==> src/logic/frontend_pkg.sv <==
package frontend_pkg;

   // Instruction and address word width
   localparam int WORD_W = 32;

   // One word: instruction, PC or redirect target
   typedef logic [WORD_W-1:0] word_t;

   // Instruction memory word-address width, 256 words
   localparam int IMEM_AW = 8;
   localparam int IMEM_DEPTH = 1 << IMEM_AW; // Words in the instruction RAM

   // Word address into the instruction RAM
   typedef logic [IMEM_AW-1:0] imem_addr_t;

   // Byte offset bits below the word address in a PC
   localparam int WORD_OFS = 2;

   // Sequential fetch increment, bytes
   localparam word_t PC_STEP = 32'd4;

   // sll $0 $0 0, shown for a flushed IF/ID entry
   localparam word_t NOP_INSTR = 32'h0000_0000;

   // Controller states
   // ST_RUN      normal fetching, a load beat may start a load
   // ST_LOAD     program load in progress, fetch frozen
   // ST_RESTART  one cycle clearing PC and IF/ID before running again
   typedef enum logic [1:0] {
      ST_RUN     = 2'd0,
      ST_LOAD    = 2'd1,
      ST_RESTART = 2'd2
   } ctrl_state_t;

endpackage

==> src/logic/imem_if.sv <==
// Instruction memory ports
// Read side belongs to the fetch stage, write side to the loader
interface imem_if;

   logic                     rd_en;   // Read enable, same as IF/ID write enable
   frontend_pkg::imem_addr_t rd_addr; // Word address, PC / 4
   frontend_pkg::word_t      rd_data; // Registered read data

   logic                     wr_en;   // One word per accepted load beat
   frontend_pkg::imem_addr_t wr_addr;
   frontend_pkg::word_t      wr_data;

   // Fetch stage side
   modport fetch (
      output rd_en,
      output rd_addr,
      input  rd_data
   );

   // Program loader side
   modport loader (
      output wr_en,
      output wr_addr,
      output wr_data
   );

   // The RAM itself
   modport mem (
      input  rd_en,
      input  rd_addr,
      output rd_data,
      input  wr_en,
      input  wr_addr,
      input  wr_data
   );

endinterface

==> src/logic/fetch_ctl_if.sv <==
// Fetch enables from the controller to the fetch stage
interface fetch_ctl_if;

   logic pc_we;    // PC update
   logic if_id_we; // IF/ID capture and memory read
   logic flush;    // Entry captured this edge is wrong path
   logic pc_clear; // Restart at address 0, IF/ID invalid

   // Controller side
   modport drive (
      output pc_we,
      output if_id_we,
      output flush,
      output pc_clear
   );

   // Fetch stage side
   modport recv (
      input pc_we,
      input if_id_we,
      input flush,
      input pc_clear
   );

endinterface

==> src/logic/fetch_ctrl.sv <==
// Fetch controller
// Program load over valid/ready, restart at word 0,
// stall and redirect turned into fetch enables
module fetch_ctrl (
   input  logic                     i_clk,
   input  logic                     i_rst,
   input  logic                     i_load_valid,
   input  logic                     i_load_last,  // Final word of the program
   input  frontend_pkg::imem_addr_t i_load_addr,
   input  frontend_pkg::word_t      i_load_data,
   output logic                     o_load_ready,
   input  logic                     i_stall,      // Decode stage hold
   input  logic                     i_ctr_beq,
   input  logic                     i_ctr_jmp,
   fetch_ctl_if.drive               ctl,
   imem_if.loader                   imem
);

   frontend_pkg::ctrl_state_t state_q;
   frontend_pkg::ctrl_state_t state_d;

   logic load_fire;  // Beat accepted this edge
   logic redirect;   // Branch or jump taken
   logic run_fetch;  // Fetch allowed this cycle
   logic fetch_go;   // Fetch actually advances

   // Only the restart cycle pushes back on the loader
   assign o_load_ready = (state_q != frontend_pkg::ST_RESTART);
   assign load_fire    = i_load_valid && o_load_ready;

   // State register
   always_ff @(posedge i_clk) begin
      if (i_rst) begin
         state_q <= frontend_pkg::ST_RUN;
      end else begin
         state_q <= state_d;
      end
   end

   // Next state
   always_comb begin
      state_d = state_q;
      case (state_q)
         frontend_pkg::ST_RUN: begin
            if (load_fire) begin
               // Single-word program goes straight to restart
               state_d = i_load_last ? frontend_pkg::ST_RESTART
                                     : frontend_pkg::ST_LOAD;
            end
         end
         frontend_pkg::ST_LOAD: begin
            if (load_fire && i_load_last) begin
               state_d = frontend_pkg::ST_RESTART;
            end
         end
         frontend_pkg::ST_RESTART: begin
            state_d = frontend_pkg::ST_RUN;   // One cycle only
         end
         default: begin
            state_d = frontend_pkg::ST_RUN;
         end
      endcase
   end

   // Load beats straight into the RAM write port
   assign imem.wr_en   = load_fire;
   assign imem.wr_addr = i_load_addr;
   assign imem.wr_data = i_load_data;

   // Fetch enables
   // A beat taken in ST_RUN already freezes fetch, so the RAM
   // never sees a read and a write together
   assign redirect  = i_ctr_beq || i_ctr_jmp;
   assign run_fetch = (state_q == frontend_pkg::ST_RUN) && !load_fire;
   assign fetch_go  = run_fetch && (redirect || !i_stall); // Redirect overrides stall

   assign ctl.pc_we    = fetch_go;
   assign ctl.if_id_we = fetch_go;
   assign ctl.flush    = run_fetch && redirect;  // Mark the wrong-path entry
   assign ctl.pc_clear = (state_q == frontend_pkg::ST_RESTART);

endmodule

==> src/flat_wrapper.sv <==
// flat-port wrapper written by rule: the top's interface ports become plain ports
module fetch_ctrl_flat 
  (i_clk, i_rst, i_load_valid, i_load_last, i_load_addr, i_load_data, o_load_ready, i_stall, i_ctr_beq, i_ctr_jmp, ctl_pc_we, ctl_if_id_we, ctl_flush, ctl_pc_clear, imem_wr_en, imem_wr_addr, imem_wr_data);
  fetch_ctl_if ctl_i ();
  imem_if imem_i ();
  input  logic i_clk;
  input  logic i_rst;
  input  logic i_load_valid;
  input  logic i_load_last;
  input  frontend_pkg::imem_addr_t i_load_addr;
  input  frontend_pkg::word_t i_load_data;
  output logic o_load_ready;
  input  logic i_stall;
  input  logic i_ctr_beq;
  input  logic i_ctr_jmp;
  output wire logic [$bits(ctl_i.pc_we)-1:0] ctl_pc_we;
  output wire logic [$bits(ctl_i.if_id_we)-1:0] ctl_if_id_we;
  output wire logic [$bits(ctl_i.flush)-1:0] ctl_flush;
  output wire logic [$bits(ctl_i.pc_clear)-1:0] ctl_pc_clear;
  output wire logic [$bits(imem_i.wr_en)-1:0] imem_wr_en;
  output wire logic [$bits(imem_i.wr_addr)-1:0] imem_wr_addr;
  output wire logic [$bits(imem_i.wr_data)-1:0] imem_wr_data;
  assign ctl_pc_we = ctl_i.pc_we;
  assign ctl_if_id_we = ctl_i.if_id_we;
  assign ctl_flush = ctl_i.flush;
  assign ctl_pc_clear = ctl_i.pc_clear;
  assign imem_wr_en = imem_i.wr_en;
  assign imem_wr_addr = imem_i.wr_addr;
  assign imem_wr_data = imem_i.wr_data;
  fetch_ctrl u_core (.i_clk(i_clk), .i_rst(i_rst), .i_load_valid(i_load_valid), .i_load_last(i_load_last), .i_load_addr(i_load_addr), .i_load_data(i_load_data), .o_load_ready(o_load_ready), .i_stall(i_stall), .i_ctr_beq(i_ctr_beq), .i_ctr_jmp(i_ctr_jmp), .ctl(ctl_i), .imem(imem_i));
endmodule
==> config.mk <==
export PLATFORM = sky130hd
export DESIGN_NAME = fetch_ctrl_flat
export DESIGN_NICKNAME = d
export VERILOG_FILES = /design/src/logic/frontend_pkg.sv /design/src/logic/imem_if.sv /design/src/logic/fetch_ctl_if.sv /design/src/logic/fetch_ctrl.sv /design/src/flat_wrapper.sv
export SDC_FILE = /design/constraint.sdc
export NUM_CORES = 1
export LEC_CHECK = 0
export ABC_AREA = 1
export BUFFER_PORTS_ARGS = -buffer_cell sky130_fd_sc_hd__buf_2
export CORE_MARGIN = 4
export CORE_UTILIZATION = 23
export CTS_CLUSTER_SIZE = 28
export DETAILED_ROUTE_END_ITERATION = 8
export PLACE_DENSITY = 0.79
export SYNTH_ARGS = -nofsm -noshare
export SYNTH_HDL_FRONTEND = slang
export SYNTH_SLANG_ARGS = --single-unit
export TNS_END_PERCENT = 20
==> constraint.sdc <==
create_clock -name i_clk -period 0.9 [get_ports i_clk]
set_input_delay 0.045 -clock i_clk [delete_from_list [all_inputs] [get_ports i_clk]]
set_output_delay 0.045 -clock i_clk [all_outputs]
set_load 0.02 [all_outputs]
Word-level counts from Yosys, hierarchy flattened
Index checks and enable logic that the tools add are counted.
{"block": "totals", "ff_bits": 2, "in_bits": 47, "output_inout_bits": 46, "wordCells": 21}
{"block": "classes", "eq_ne": 5, "muxes": 4, "reduce_logical": 11}
{"operator": "2-bit 2-to-1 mux", "n": 3}
{"operator": "1-bit logical AND", "n": 5}
{"operator": "2-bit by 1-bit inequality test with 1-bit output (second input constant)", "n": 2}
{"operator": "2-bit case mux with 2 select lines", "n": 1}
{"operator": "2-bit by 1-bit equality test with 1-bit output (second input constant)", "n": 1}
{"operator": "2-bit equality test (second input constant)", "n": 1}
{"operator": "1-bit zero test", "n": 2}
{"operator": "2-bit zero test", "n": 1}
{"operator": "1-bit logical OR", "n": 2}
{"operator": "2-bit inequality test (second input constant)", "n": 1}
{"operator": "2-bit AND reduction", "n": 1}

Logic depth before layout (Yosys ltp)
{"block": "logic_depth", "word_depth": 5, "mapped_depth": 5, "depth_no_buf": 4}

Worst setup path after synthesis
OpenSTA, ideal clock, no wires.
{"block": "synth_path", "kind": "flip-flop to output port", "from": "register u_core.state_q[1]", "to": "output ctl_pc_we", "arrival_time_ns": 1.015, "t_required_ns": 0.855, "setup_slack_ns": -0.160, "stages_incl_launch_ff": 5, "cell_sequence": "dfxtp_1 nor2_1 nand2_1 nor2_1 buf_4"}
{"block": "synth_via", "elab_chain_len": 5, "elab_cells_between_ends": 6, "classes_between": "eq/ne: 1; reduce/logical: 5"}
{"element": "start: declaration", "line_no": "fetch_ctrl.sv:19", "rtl": "frontend_pkg::ctrl_state_t state_q;"}
{"element": "start signal: assignment", "line_no": "fetch_ctrl.sv:34", "rtl": "state_q <= frontend_pkg::ST_RUN;"}
{"element": "start signal: assignment", "line_no": "fetch_ctrl.sv:36", "rtl": "state_q <= state_d;"}
{"element": "2-bit inequality test", "line_no": "fetch_ctrl.sv:28", "rtl": "assign o_load_ready = (state_q != frontend_pkg::ST_RESTART);"}
{"element": "1-bit logical AND", "line_no": "fetch_ctrl.sv:29", "rtl": "assign load_fire = i_load_valid && o_load_ready;"}
{"element": "1-bit zero test", "line_no": "fetch_ctrl.sv:74", "rtl": "assign run_fetch = (state_q == frontend_pkg::ST_RUN) && !load_fire;"}
{"element": "1-bit logical AND (*)", "line_no": "fetch_ctrl.sv:74"}
{"element": "1-bit logical AND (*)", "line_no": "fetch_ctrl.sv:75", "rtl": "assign fetch_go = run_fetch && (redirect || !i_stall);"}
{"element": "end: declaration", "line_no": "flat_wrapper.sv:16", "rtl": "output wire logic [$bits(ctl_i.pc_we)-1:0] ctl_pc_we;"}
Every way passes the cells marked *; elsewhere a longest branch is shown, timed or not.

Worst setup path after layout
Ends and elaborated chain as after synthesis.

==> flow_summary_export.csv <==
group,metric,value,unit
status,status,"complete, but fails checks",
status,failed_checks,"setup timing",
global_route,grt_usage,0.0538,
yosys,yosys-top-cells-area,"buf_4 71%, dfxtp_1 9.3%, inv_1 7.0%",
hold_path,holdCritPathClass,"primary input to flip-flop",
global_route,grt_pass1_vias,250,
timing,finalHoldViolCount,0,
timing,holdWs,0.0632,ns
floorplanning,core,1750,um^2
cells_and_area,top_register,"u_core.state_q",
yosys,netlist_instances,65,
yosys,yosysTopAreaCell,"buf_4",
timing,setup-tns-final,-0.429,ns
critical_path,r2r_slack,0.29,ns
timing,min_period,1.02,ns
yosys,yosysTopAreaCellShare,0.713,
hold_path,hold_depth,3,
run,maxCapViolCount,0,
drt,initialDrtViolationCount,4,
critical_path,cp-end-kind,"output port",
timing,max_freq,0.984,GHz
hold_path,hold-path-endpoint,"u_core.state_q[1]",
global_route,antenna_found_initial,0,
floorplanning,io_pins,93,
timing,fin_ws,-0.116,ns
cts,htree_levels,1,
yosys,syn_nets,112,
timing,slew_headroom,0.873,
placement,pre_cts_ws,0.0368,ns
global_route,use_met3,0.0437,
cells_and_area,top_regs,"u_core.state_q (2)",
power,power_density,1380,nW/um^2
floorplanning,die_h,51.3,um
yosys,yosys_warnings,0,
critical_path,start_kind,"flip-flop",
timing,slew_viol_final,0,
critical_path,r2r-end,"u_core.state_q[0]",
cells_and_area,antennaDiodeCount,0,
critical_path,required,0.85,ns
drt,vias_per_cell,3.47,
cells_and_area,area.growth.synth_to_final,-28.7,%
cts,clk_latency,0.23,ns
cts,cts_sinks,2,
hold_path,min_from,"i_load_last",
yosys,syn_area,432,um^2
timing,worst_pin_slew,0.190,ns
yosys,synth_seq_cells,2,
cts,cts-root-buf,"clkbuf_4",
timing,setup_viol,5,
power,p_leak,0.175,nW
critical_path,path_max_fanout,4,
cts,cts_buffers,3,
critical_path,cp.arrival,0.97,ns
yosys,syn_area_per_cell,6.64,um^2
placement,detailed_place_hpwl,475,um
cts,cts_tree,"done",
critical_path,regToRegStartpoint,"u_core.state_q[1]",
global_route,gr-total-overflow,0,
global_route,grt_pass1_wl,945,um
yosys,yosysSeqAreaShare,0.0928,
drt,route.detailed.drc,0,
global_route,top_usage_layer,"met4",
placement,port_buffers,12,
power,irDropWorstVdd,0.385,mV
cells_and_area,drive_above_1_share,0.585,
drt,firstDrtPassIters,3,
cells_and_area,nNetsFinal,90,
global_route,grt_max_degree,5,
timing,clock_skew,0.00324,ns
critical_path,critical_path_class,"flip-flop to output port",
cells_and_area,fill_cells,209,
yosys,synth_cell_types,6,
cells_and_area,largest_reg_flops,2,
drt,via_count,229,
drt,routed_wl,626,um
cts,clkTransAtPathRegs,0.03,ns
global_route,grt_util_met2,0.0665,
floorplanning,num_rows,15,
timing,rsz0062_at_grt,"yes",
floorplanning,initial_core_util,0.247,
global_route,gr-usage-met1,0.0349,
cts,clockBufferDepth,2,
drt,wl_per_cell,9.48,um
floorplanning,dieArea,2630,um^2
floorplanning,die_w,51.3,um
critical_path,reg2reg_depth,3,
placement,place_congestion,0.573,
timing,min_period_over_period,1.13,
drt,ant_nets,0,
-- cell type report --
class | count | area [um^2] | area share
repair buffers | 14 | 105 | 0.341
clock buffers | 3 | 22.5 | 0.0732
flip-flops and latches | 2 | 42.5 | 0.138
inverters | 8 | 30.0 | 0.0976
well taps | 25 | 31.3 | 0.102
multi-input cells | 14 | 76.3 | 0.248
-- worst max-delay path, cell delays in order, from the launching register on --
cell	delay, ns
dfxtp_2	0.32
nor2_2	0.09
nand2_2	0.09
nor2_4	0.11
buf_6	0.12
-- synth_stat cells --
master   instances
buf_4           41
dfxtp_1          2
inv_1            8
nand2_1          6
nor2_1           7
nor3_1           1
-- routing by layer --
layer,wire length [um],vias to the layer above
met5,0,-
met3,178,10
met4,46,0
li1,-,99
met1,158,92
met2,242,28
-- cells by family after synthesis --
| logic type | count (synthesis) | synth area share |
|---|---|---|
| buf+inv | 49 | 0.783 |
| simple gates | 14 | 0.125 |
| flops | 2 | 0.0928 |
-- placed cells by master (no fill, tap or decap) --
cell	Yosys	final
inv_1	8	7
buf_2	0	7
nand2_1	6	5
buf_6	0	4
nor2_1	7	3
clkbuf_4	0	3
nor2_4	0	2
nor2_2	0	2
buf_4	41	2
dfxtp_2	0	2
inv_2	0	1
nand2_2	0	1
nor3_1	1	1
dlygate4sd3_1	0	1
-- per-stage QoR --
step                instance area, um^2   util  total power, mW  instances
detailed placement                  238  0.136            0.197         62
CTS                                 302  0.173            0.433         66
global placement                    238  0.136            0.196         62
floorplan                           447      -            0.424         65
global route                        308  0.176            0.474         66
finish                              308  0.176            0.424         66
-- power by group --
part / leakage [nW] / total, mW / switching, mW / internal [mW]
Clock: 0.0138 / 0.200 / 0.0530 / 0.147
Combinational: 0.144 / 0.125 / 0.0643 / 0.0603
Sequential: 0.0172 / 0.0996 / 0.00400 / 0.0956
Total: 0.175 / 0.424 / 0.121 / 0.303
-- worst max path at each step --
stage	from	endpoint	cells after the start
5_1_grt	u_core.state_q[0]	ctl_pc_we	4
2_1_floorplan	u_core.state_q[0]	imem_wr_en	4
6_report	u_core.state_q[1]	ctl_pc_we	4
4_1_cts	u_core.state_q[0]	ctl_flush	4
3_5_place_dp	u_core.state_q[1]	ctl_if_id_we	4
3_3_place_gp	u_core.state_q[1]	ctl_if_id_we	4
-- what timing repair did --
action | CTS | global route
endpoints found under the setup margin | 5 | 6
endpoints found under the hold margin | 1 | 0
buffers inserted | 0 | 0
resized for setup | 13 | 2
pin swaps | 3 | 0
hold buffers | 1 | 0
Note: power is estimated with default switching activity, not from simulation.
