==> config.mk <==
export PLATFORM = sky130hd
export DESIGN_NAME = fetch_stage_flat
export DESIGN_NICKNAME = d
export VERILOG_FILES = /design/src/logic/frontend_pkg.sv /design/src/logic/imem_if.sv /design/src/logic/fetch_ctl_if.sv /design/src/logic/fetch_stage.sv /design/src/flat_wrapper.sv
export SDC_FILE = /design/constraint.sdc
export NUM_CORES = 1
export LEC_CHECK = 0
export BUFFER_PORTS_ARGS = -buffer_cell sky130_fd_sc_hd__buf_4
export CAP_MARGIN = 10
export CORE_MARGIN = 2
export CORE_UTILIZATION = 52
export DETAILED_ROUTE_END_ITERATION = 12
export PLACE_DENSITY = 0.92
export SLEW_MARGIN = 0
export SYNTH_ARGS = -nofsm -noshare
export SYNTH_HDL_FRONTEND = slang
export SYNTH_SLANG_ARGS = --single-unit
==> constraint.sdc <==
create_clock -name i_clk -period 3.1 [get_ports i_clk]
set_input_delay 0.31 -clock i_clk [delete_from_list [all_inputs] [get_ports i_clk]]
set_output_delay 0.31 -clock i_clk [all_outputs]
set_load 0.01 [all_outputs]
==> src/logic/frontend_pkg.sv <==
package frontend_pkg;

   // Instruction and address word width
   localparam int WORD_W = 32;

   // One word: instruction, PC or redirect target
   typedef logic [WORD_W-1:0] word_t;

   // Instruction memory word-address width, 256 words
   localparam int IMEM_AW = 8;
   localparam int IMEM_DEPTH = 1 << IMEM_AW; // Words in the instruction RAM

   // Word address into the instruction RAM
   typedef logic [IMEM_AW-1:0] imem_addr_t;

   // Byte offset bits below the word address in a PC
   localparam int WORD_OFS = 2;

   // Sequential fetch increment, bytes
   localparam word_t PC_STEP = 32'd4;

   // sll $0 $0 0, shown for a flushed IF/ID entry
   localparam word_t NOP_INSTR = 32'h0000_0000;

   // Controller states
   // ST_RUN      normal fetching, a load beat may start a load
   // ST_LOAD     program load in progress, fetch frozen
   // ST_RESTART  one cycle clearing PC and IF/ID before running again
   typedef enum logic [1:0] {
      ST_RUN     = 2'd0,
      ST_LOAD    = 2'd1,
      ST_RESTART = 2'd2
   } ctrl_state_t;

endpackage

==> src/logic/imem_if.sv <==
// Instruction memory ports
// Read side belongs to the fetch stage, write side to the loader
interface imem_if;

   logic                     rd_en;   // Read enable, same as IF/ID write enable
   frontend_pkg::imem_addr_t rd_addr; // Word address, PC / 4
   frontend_pkg::word_t      rd_data; // Registered read data

   logic                     wr_en;   // One word per accepted load beat
   frontend_pkg::imem_addr_t wr_addr;
   frontend_pkg::word_t      wr_data;

   // Fetch stage side
   modport fetch (
      output rd_en,
      output rd_addr,
      input  rd_data
   );

   // Program loader side
   modport loader (
      output wr_en,
      output wr_addr,
      output wr_data
   );

   // The RAM itself
   modport mem (
      input  rd_en,
      input  rd_addr,
      output rd_data,
      input  wr_en,
      input  wr_addr,
      input  wr_data
   );

endinterface

==> src/logic/fetch_ctl_if.sv <==
// Fetch enables from the controller to the fetch stage
interface fetch_ctl_if;

   logic pc_we;    // PC update
   logic if_id_we; // IF/ID capture and memory read
   logic flush;    // Entry captured this edge is wrong path
   logic pc_clear; // Restart at address 0, IF/ID invalid

   // Controller side
   modport drive (
      output pc_we,
      output if_id_we,
      output flush,
      output pc_clear
   );

   // Fetch stage side
   modport recv (
      input pc_we,
      input if_id_we,
      input flush,
      input pc_clear
   );

endinterface

==> src/logic/fetch_stage.sv <==
// Fetch stage
// PC register with next-PC select, IF/ID register, NOP on flushed entries
module fetch_stage (
   input  logic                i_clk,
   input  logic                i_rst,
   input  frontend_pkg::word_t i_brq_addr,   // Branch target
   input  frontend_pkg::word_t i_jmp_addr,   // Jump target
   input  logic                i_ctr_beq,    // Branch taken
   input  logic                i_ctr_jmp,    // Jump taken
   fetch_ctl_if.recv           ctl,
   imem_if.fetch               imem,
   output frontend_pkg::word_t o_if_id_pc,
   output frontend_pkg::word_t o_if_id_instr,
   output logic                o_if_id_valid
);

   frontend_pkg::word_t pc_q;      // Current fetch address
   frontend_pkg::word_t pc_step;   // Sequential successor
   frontend_pkg::word_t pc_next;   // Selected next PC
   frontend_pkg::word_t if_id_pc_q;
   logic                if_id_valid_q;

   assign pc_step = pc_q + frontend_pkg::PC_STEP;

   // Target select only
   // Whether the PC moves at all is decided by pc_we
   always_comb begin
      if (i_ctr_jmp) begin
         pc_next = i_jmp_addr;   // Jump beats branch
      end else if (i_ctr_beq) begin
         pc_next = i_brq_addr;
      end else begin
         pc_next = pc_step;
      end
   end

   // Program counter
   always_ff @(posedge i_clk) begin
      if (i_rst) begin
         pc_q <= '0;
      end else if (ctl.pc_clear) begin
         pc_q <= '0;             // Restart after a load
      end else if (ctl.pc_we) begin
         pc_q <= pc_next;
      end
   end

   // IF/ID register
   // Captures PC + 4 alongside the word read on the same edge
   always_ff @(posedge i_clk) begin
      if (i_rst || ctl.pc_clear) begin
         if_id_pc_q    <= '0;
         if_id_valid_q <= 1'b0;
      end else if (ctl.if_id_we) begin
         if_id_pc_q    <= pc_step;
         if_id_valid_q <= !ctl.flush; // Wrong-path entry on redirect
      end
   end

   // Memory read, word address is PC / 4
   assign imem.rd_en   = ctl.if_id_we;
   assign imem.rd_addr =
      pc_q[frontend_pkg::WORD_OFS +: frontend_pkg::IMEM_AW];

   // Flushed or empty entry shows NOP
   assign o_if_id_instr = if_id_valid_q ? imem.rd_data : frontend_pkg::NOP_INSTR;
   assign o_if_id_pc    = if_id_pc_q;
   assign o_if_id_valid = if_id_valid_q;

endmodule

==> src/flat_wrapper.sv <==
// flat-port wrapper written by rule: the top's interface ports become plain ports
module fetch_stage_flat 
  (i_clk, i_rst, i_brq_addr, i_jmp_addr, i_ctr_beq, i_ctr_jmp, o_if_id_pc, o_if_id_instr, o_if_id_valid, ctl_pc_we, ctl_if_id_we, ctl_flush, ctl_pc_clear, imem_rd_en, imem_rd_addr, imem_rd_data);
  fetch_ctl_if ctl_i ();
  imem_if imem_i ();
  input  logic i_clk;
  input  logic i_rst;
  input  frontend_pkg::word_t i_brq_addr;
  input  frontend_pkg::word_t i_jmp_addr;
  input  logic i_ctr_beq;
  input  logic i_ctr_jmp;
  output frontend_pkg::word_t o_if_id_pc;
  output frontend_pkg::word_t o_if_id_instr;
  output logic o_if_id_valid;
  input wire logic [$bits(ctl_i.pc_we)-1:0] ctl_pc_we;
  input wire logic [$bits(ctl_i.if_id_we)-1:0] ctl_if_id_we;
  input wire logic [$bits(ctl_i.flush)-1:0] ctl_flush;
  input wire logic [$bits(ctl_i.pc_clear)-1:0] ctl_pc_clear;
  output wire logic [$bits(imem_i.rd_en)-1:0] imem_rd_en;
  output wire logic [$bits(imem_i.rd_addr)-1:0] imem_rd_addr;
  input wire logic [$bits(imem_i.rd_data)-1:0] imem_rd_data;
  assign ctl_i.pc_we = ctl_pc_we;
  assign ctl_i.if_id_we = ctl_if_id_we;
  assign ctl_i.flush = ctl_flush;
  assign ctl_i.pc_clear = ctl_pc_clear;
  assign imem_rd_en = imem_i.rd_en;
  assign imem_rd_addr = imem_i.rd_addr;
  assign imem_i.rd_data = imem_rd_data;
  fetch_stage u_core (.i_clk(i_clk), .i_rst(i_rst), .i_brq_addr(i_brq_addr), .i_jmp_addr(i_jmp_addr), .i_ctr_beq(i_ctr_beq), .i_ctr_jmp(i_ctr_jmp), .ctl(ctl_i), .imem(imem_i), .o_if_id_pc(o_if_id_pc), .o_if_id_instr(o_if_id_instr), .o_if_id_valid(o_if_id_valid));
endmodule
[After elaboration in Yosys (flattened, before gate mapping)]
Cells that the tools add are included.
Word-level totals
  bits in registers: 65
  input port bits: 104
  output and inout bits: 74
  word-level logic and storage cells: 10
Operators by class
  $add $sub $neg: 1
  muxes and demuxes: 3
  reduce and logical (&&, ||, !) cells: 3
Operators by type and width (count)
  32-bit 2-to-1 mux: 3
  32-bit by 3-bit adder with 32-bit output, second input constant: 1
  2-bit OR reduction: 1
  1-bit zero test: 1
  1-bit logical OR: 1

[Longest topological paths before layout]
Gate-level depths: netlist (run 1).
  depth in word-level cells: 3
  mapped depth: 7
  mapped depth without buffers: 6

[Worst setup path after synthesis (run 1)]
No wires, ideal clock.
  path kind: register -> register
  from: register u_core.pc_q[2]
  to: register u_core.pc_q[30]
  library setup time: 0.123 ns
  arrival time: 1.790 ns
  required time: 2.977 ns
  path slack: 1.188 ns
  stages on the path, launching flop included: 8
  path buffers: 1
  clock period less this slack: 1.912 ns
  path through: dfxtp_1 -> ha_1 -> and3_4 -> nand3_4 -> buf_6 -> or3_4 -> nor3_1 -> nor3b_2
Between the ends
  word-level cells in the longest chain between the ends: 3
RTL lines
  start, declared: RTL line fetch_stage.sv:17  | frontend_pkg::word_t pc_q;
  start signal, assigned: RTL line fetch_stage.sv:44  | pc_q <= pc_next;
  32-bit by 3-bit adder with 32-bit output: RTL line fetch_stage.sv:23  | assign pc_step = pc_q + frontend_pkg::PC_STEP;
  32-bit 2-to-1 mux: RTL line fetch_stage.sv:30  | end else if (i_ctr_beq) begin
  32-bit 2-to-1 mux: RTL line fetch_stage.sv:28  | if (i_ctr_jmp) begin
No other way between the ends.
A chain may end at the register's enable or synchronous reset.

[Final worst setup path (run 1)]
  from: register u_core.pc_q[2]
  to: register u_core.pc_q[28]
The elaborated chain is that of the path after synthesis.

==> metrics.yaml, run 1 <==
timing:
  fin_skew_ns: 0.00824
  finalCritPeriodShare_pct: 69.3
  max_freq_mhz: 466
  max_slew_margin_pct: 43.1
  hold_viol: 0
  worst_slew_pin_slew_ns: 0.853
  period_needed_ns: 2.15
  setup_viol: 0
  drv_slew: 0
  totalNegativeSetupSlack_ns: 0
  rsz0062_at_grt: "false"
clock_network:
  cts_tree: "yes"
  cts_resized: 0
  cts_max_path_buffers: 2
  clk_pin_slew_ns: 0.08
  hold_buffers: 0
  cts-buffers-inserted: 9
  htree_levels: 3
  root_buffer: "clkbuf_8"
  cts_setup_buffers: 0
  clk-insertion-delay-late_ns: 0.36
  cts_num_sinks: 65
final_layout:
  layout.cells.most_common_list: "181 x buf_4, 65 x dfxtp_1, 44 x nor2_1"
  fillers: 567
  fin_nets: 754
  drive_gt1_share_pct: 34.4
  utilization_pct: 71.7
  area_growth_syn_to_layout_pct: 34.1
  finalNonFillerCells: 756
  stdcell_area_um2: 5540
  antenna_cells: 0
  multi_input_area_um2: 2520
  register_area_um2: 1300
  final_common_cell: "buf_4"
setup_path:
  r2r-start: "u_core.pc_q[2]$_SDFFE_PP0P_"
  arrival_ns: 2.39
  path_class: "flip-flop to flip-flop"
  cp-start-kind: "flip-flop"
  r2r_cells: 6
  r2r_setup_slack_ns: 0.95
  required_ns: 3.34
  end_kind: "flip-flop"
  timing.rr.end: "u_core.pc_q[28]$_SDFFE_PP0P_"
  cp_max_fo: 11
logic_synthesis:
  synth_warnings: 0
  synth_seq_cells: 65
  synth_edf_count: 0
  synthTopCellsByArea: "dfxtp_1 31%, o21ai_0 5.1%, xnor2_1 5.1%"
  async_flop_share_pct: 0
  synth_top_area_share_pct: 31.5
  syn-num-nets: 618
  ys_seq_area_share_pct: 31.5
  syn_area_per_cell_um2: 8.06
  netlist_area_um2: 4130
  synthDistinctLibCells: 68
  synth_flop_cell: "dfxtp_1"
  synthCells: 513
  synth_area_leader_cell: "dfxtp_1"
drt:
  wire_per_inst_um: 17.4
  dr_total_vias: 4570
  ant_nets: 0
  drt_wl_total_um: 13100
  drc: 0
  drt-pass1-iter-count: 6
  via_per_inst: 6.04
  drtIter0Drc: 438
outcome:
  run_status: "finished, final reports clean"
floorplanning:
  ios: 178
  die_w_um: 93.2
  die_h_um: 93.2
  dieArea_um2: 8680
  rows: 32
  core_um2: 7730
  start_util_pct: 53.5
place:
  port_buffers: 177
  dp.cells: 740
  placed_area_um2: 5350
  place_congestion: 0.899
  dp_hpwl_um: 9320
hold_path:
  holdPathEnd: "u_core.o_if_id_valid$_SDFFE_PP0P_"
  whs_path_depth: 2
  min-delay-start: "ctl_flush"
  min_path_type: "input port to flip-flop"
power_and_ir_drop:
  p_total_mw: 1.98
  irDropWorstVdd_mv: 0.250
  power.density_nw_per_um2: 358
  leakage_nw: 2.29
global_route:
  antenna_found_initial: 0
  grt_start_max_net_pins: 66
  grt_usage_pct: 30.3
  grt_pass1_wl_um: 21000
  overflow: 0
  grt_pass1_vias: 4387
flow_run:
  maxCapViolCount: 0
synthesized netlist by cell type (all sizes together), types with 14 or more instances:
| master | instances |
|---|---|
| dfxtp | 65 |
| nand2 | 33 |
| o21ai | 42 |
| xnor2 | 24 |
| a21oi | 36 |
| and2 | 33 |
| nand3 | 16 |
| nor3 | 14 |
| buf | 23 |
| nor4 | 14 |
| nor2 | 45 |
| clkbuf | 33 |
metrics by stage:
stage | worst slack [ns] | hold WS (ns)
after floorplan | 1.19 | 0.409
after global placement | 0.999 | 0.476
after global routing | 0.808 | 0.128
final | 0.953 | 0.135
after detailed placement | 0.927 | 0.484
after CTS | 0.955 | 0.134
layout make-up:
cell class / instances / area share (%)
timing repair buffer: 181 / 24.5
multi-input combinational: 382 / 45.5
tap: 102 / 2.30
clock inverter: 7 / 1.29
inverter: 10 / 0.677
clock buffer: 9 / 2.24
sequential: 65 / 23.5
power breakdown:
part	switching, mW	internal (mW)
Combinational	0.168	0.187
Sequential	0.0353	0.862
Clock	0.361	0.369
Total	0.565	1.42
flip-flops by register name, indices dropped and copies added (netlist names):
signal / flops
u_core.o_if_id_pc: 32
u_core.pc_q: 32
u_core.o_if_id_valid: 1
cell families (layout without fill, tap and decap cells):
family	Yosys count	count (layout)	share of synthesized area (%)
AND/OR/NAND/NOR	193	193	28.2
AO/OA/AOI/OAI	149	149	23.8
buffers and inverters	66	207	7.57
flip-flops	65	65	31.5
XOR/XNOR	26	26	5.51
multiplexers	13	13	3.21
adder cells (fa/ha/maj)	1	1	0.303
critical path, cell delays in order (launching register included):
cell and delay [ns]:
dfxtp_1 0.48, ha_1 0.29, and3_4 0.25, nand3_4 0.18, nor4_4 0.38, mux2i_1 0.12
a311o_1 0.33
layer usage:
metal | track usage, % | share of wire, %
met5 | 0 | 0
met4 | 10.9 | 2.4
met3 | 7.66 | 10
met2 | 53.7 | 50
met1 | 35.3 | 37
how the worst max path moves through the flow:
stage / from / endpoint / slack [ns] / cells after the start
global route: u_core.pc_q[2]$_SDFFE_PP0P_ / u_core.pc_q[30]$_SDFFE_PP0P_ / 0.81 / 6
CTS: u_core.pc_q[2]$_SDFFE_PP0P_ / u_core.pc_q[28]$_SDFFE_PP0P_ / 0.96 / 6
finish: u_core.pc_q[2]$_SDFFE_PP0P_ / u_core.pc_q[28]$_SDFFE_PP0P_ / 0.95 / 6
global placement: i_ctr_jmp / u_core.pc_q[28]$_SDFFE_PP0P_ / 1.0 / 6
floorplan: u_core.pc_q[2]$_SDFFE_PP0P_ / u_core.pc_q[30]$_SDFFE_PP0P_ / 1.19 / 7
detailed placement: i_ctr_jmp / u_core.pc_q[28]$_SDFFE_PP0P_ / 0.93 / 6
No activity file was read; power rests on OpenSTA's default activity.
==> inputs of run 2 (changes only) <==
--- a/config.mk
+++ b/config.mk
@@ -5,12 +5,13 @@
 export SDC_FILE = /design/constraint.sdc
 export NUM_CORES = 1
 export LEC_CHECK = 0
+export ABC_AREA = 1
 export BUFFER_PORTS_ARGS = -buffer_cell sky130_fd_sc_hd__buf_4
 export CAP_MARGIN = 10
 export CORE_MARGIN = 2
-export CORE_UTILIZATION = 52
+export CORE_UTILIZATION = 43
 export DETAILED_ROUTE_END_ITERATION = 12
-export PLACE_DENSITY = 0.92
+export PLACE_DENSITY = 0.83
 export SLEW_MARGIN = 0
 export SYNTH_ARGS = -nofsm -noshare
 export SYNTH_HDL_FRONTEND = slang
==> constraint.sdc (replaced) <==
create_clock -name i_clk -period 1.7 [get_ports i_clk]
set_input_delay 0.17 -clock i_clk [delete_from_list [all_inputs] [get_ports i_clk]]
set_output_delay 0.17 -clock i_clk [all_outputs]
set_load 0.01 [all_outputs]
==> run 2 against run 1 <==
Area after synthesis decreased by 4.5%. Global-route usage decreased by 4.9 points. First-iteration DRC count fell by 29%. Count of clock-buffer cells in the layout is 4 higher. Core utilization decreased by 8.6 points. Critical endpoint is now u_core.o_if_id_pc[20]$_SDFFE_PP0P_. Highest routed layer unchanged.
==> metrics.yaml, run 2 <==
power_and_ir_drop:
  leakage_nw: 3.00  # +31%
  irDropWorstVdd_mv: 0.408  # +63%
  p_total_mw: 3.60  # +81%
  power.density_nw_per_um2: 647  # +81%
timing:
  max_freq_mhz: 632  # +36%
  hold_viol: 0  # unchanged
  max_slew_margin_pct: 63.3  # +20 points
  whs_ns: 0.0132  # -0.121 ns
  fin_ws_ns: 0.117  # -0.836 ns
  drv_slew: 0  # unchanged
  rsz0062_at_grt: "true"
  totalNegativeSetupSlack_ns: 0  # unchanged
  period_needed_ns: 1.58  # -0.564 ns
  setup_viol: 0  # unchanged
  worst_slew_pin_slew_ns: 0.550  # -0.303 ns
  fin_skew_ns: 0.00470  # -0.00355 ns
  finalCritPeriodShare_pct: 93.1  # +24 points
hold_path:
  min_path_type: "input port to flip-flop"
floorplanning:
  start_util_pct: 44.8  # -8.7 points
  die_w_um: 99.8  # +7.1%
  core_um2: 8810  # +14%
  ios: 178  # unchanged
  dieArea_um2: 9960  # +15%
  die_h_um: 99.8  # +7.1%
  rows: 34  # +6.3%
final_layout:
  finalNonFillerCells: 882  # +17%
  fin_nets: 874  # +16%
  layout.cells.most_common_list: "190 x buf_4, 148 x nand2_1, 86 x inv_1"
  drive_gt1_share_pct: 30.5  # -3.9 points
  area_growth_syn_to_layout_pct: 40.9
  final_common_cell: "buf_4"
  fillers: 812  # +43%
  antenna_cells: 0  # unchanged
setup_path:
  cp-startpoint: "u_core.pc_q[2]$_SDFFE_PP0P_"
  path_common_cell: "nand2_1"
  required_ns: 1.93  # -1.41 ns
  end_kind: "flip-flop"
  r2r_cells: 10  # +4
  r2r_setup_slack_ns: 0.12  # -0.84 ns
  arrival_ns: 1.82  # -0.57 ns
  timing.rr.end: "u_core.o_if_id_pc[20]$_SDFFE_PP0P_"
  crit_path_end: "u_core.o_if_id_pc[20]$_SDFFE_PP0P_"
  cp_max_fo: 6  # -5
  cp-start-kind: "flip-flop"
  path_class: "flip-flop to flip-flop"
  path_cells: "ha_2 > nand2_1 > nor2_4 > nand2_4 > nor2_4 > nand2_1 > nand2_1 > nand2_1 > o21ai_1 > inv_1"
  r2r-start: "u_core.pc_q[2]$_SDFFE_PP0P_"
  max_stage_delay_ns: 0.38  # -0.10 ns
  crit_slowest_cell: "dfxtp_2"
place:
  dp_hpwl_um: 9860  # +5.7%
  dp.cells: 866  # +17%
  post-place-ws_ns: 0.0808  # -0.847 ns
  place_congestion: 0.922  # +2.6%
  port_buffers: 177  # unchanged
clock_network:
  root_buffer: "clkbuf_8"
  hold_buffers: 0  # unchanged
  cts_max_path_buffers: 2  # unchanged
  cts_tree: "yes"
  htree_levels: 3  # unchanged
  cts_num_sinks: 65  # unchanged
  cts-buffers-inserted: 9  # unchanged
  clk_pin_slew_ns: 0.07  # about the same
  clk-insertion-delay-late_ns: 0.34  # -0.02 ns
global_route:
  antenna_found_initial: 0  # unchanged
  grt_start_max_net_pins: 38  # -42%
  grt_pass1_vias: 4135  # -5.7%
  grt_usage_pct: 25.4  # -4.9 points
  grt_pass1_wl_um: 20300  # -3.1%
  overflow: 0  # unchanged
logic_synthesis:
  synthCells: 608  # +19%
  synthTopCellsByArea: "dfxtp_1 33%, nand2_1 14%, inv_1 8.2%"
  synth_warnings: 0  # unchanged
  synth_seq_cells: 65  # unchanged
  synthDistinctLibCells: 31  # -54%
  ys_seq_area_share_pct: 33.0  # +1.5 points
  synth_most_common_cell: "nand2_1"
  synth_top_area_share_pct: 33.0  # +1.5 points
  synth_common_cells: "148 x nand2_1, 86 x inv_1, 80 x nor2_1"
  async_flop_share_pct: 0  # unchanged
  syn_area_per_cell_um2: 6.49  # -19%
  syn-num-nets: 713  # +15%
  synth_flop_cell: "dfxtp_1"
  netlist_area_um2: 3950  # -4.5%
  synth_edf_count: 0  # unchanged
  synth_area_leader_cell: "dfxtp_1"
drt:
  wl_met1_um: 5760  # +19%
  ant_nets: 0  # unchanged
  via_per_inst: 5.05  # -16%
  drtIter0Drc: 313  # -29%
  met2_length_um: 6160  # -6.7%
  top_layer_used: "met4"
  dr_total_vias: 4457  # -2.5%
  wire_per_inst_um: 14.7  # -16%
  drt-pass1-iter-count: 5  # -1
  drt_wl_total_um: 13000  # -1.4%
  drc: 0  # unchanged
  dr_wl_met3_um: 869  # -36%
outcome:
  run_status: "finished, final reports clean"
flow_run:
  maxCapViolCount: 0  # unchanged
==> run 2: cell families (layout without fill, tap and decap cells) <==
group | after synthesis | count (layout) | share of synthesized area [%]
simple gates | 266 | 266 | 29.7
fa+ha+maj | 1 | 1 | 0.317
buf+inv | 129 | 295 | 13.3
compound gates | 132 | 132 | 19.9
flops | 65 | 65 | 33.0
xor+xnor | 15 | 15 | 3.71
==> run 2: repair_timing <==
action,4_1_cts,5_1_grt
gates resized for setup,0,8
buffers inserted,0,0
endpoints found under the setup margin,0,19
==> run 2: power breakdown <==
group          switching [mW]  internal (mW)  total (mW)
Clock                   0.571          0.715        1.29
Sequential             0.0597           1.58        1.64
Combinational           0.327          0.339       0.666
==> run 2: worst min-delay path by stage <==
stage	startpoint	cells past startpoint	slack (ns)	to
after floorplan	ctl_flush	1	0.26	u_core.o_if_id_valid$_SDFFE_PP0P_
after global placement	ctl_flush	2	0.35	u_core.o_if_id_valid$_SDFFE_PP0P_
after global routing	ctl_flush	2	0.001	u_core.o_if_id_valid$_SDFFE_PP0P_
after CTS	ctl_flush	2	0.002	u_core.o_if_id_valid$_SDFFE_PP0P_
after detailed placement	ctl_flush	2	0.36	u_core.o_if_id_valid$_SDFFE_PP0P_
final	ctl_flush	2	0.01	u_core.o_if_id_valid$_SDFFE_PP0P_
==> run 2: cell type report <==
cell class                      count  area (µm²)  share of cell area [%]
Clock buffer                       13         149                    2.68
Clock inverter                      3        40.0                   0.720
Inverter                           87         327                    5.87
Multi-Input combinational cell    414        2140                    38.4
Sequential cell                    65        1310                    23.5
Tap cell                          108         135                    2.43
Timing Repair Buffer              192        1470                    26.4
==> run 2: per-layer routing <==
layer  vias up  global-route usage [%]
li1       2242                       -
met2       158                    40.5
met3        13                    3.06
met4         0                    7.59
met5         -                       0
met1      2044                    36.2
==> run 2: worst max-delay path, delay by kind of cell (launching register included) <==
family | cells | cell delay, ns
adder cells (fa/ha/maj) | 1 | 0.21
AND/OR/NAND/NOR | 7 | 0.69
AO/OA/AOI/OAI | 1 | 0.14
flip-flops | 1 | 0.38
buffers and inverters | 1 | 0.06
==> run 2: through the flow <==
stage | area [µm²] | utilization [%]
after floorplan | 3950 | -
after global placement | 5350 | 60.8
after detailed placement | 5350 | 60.8
after CTS | 5540 | 62.9
after global routing | 5560 | 63.1
final | 5560 | 63.1
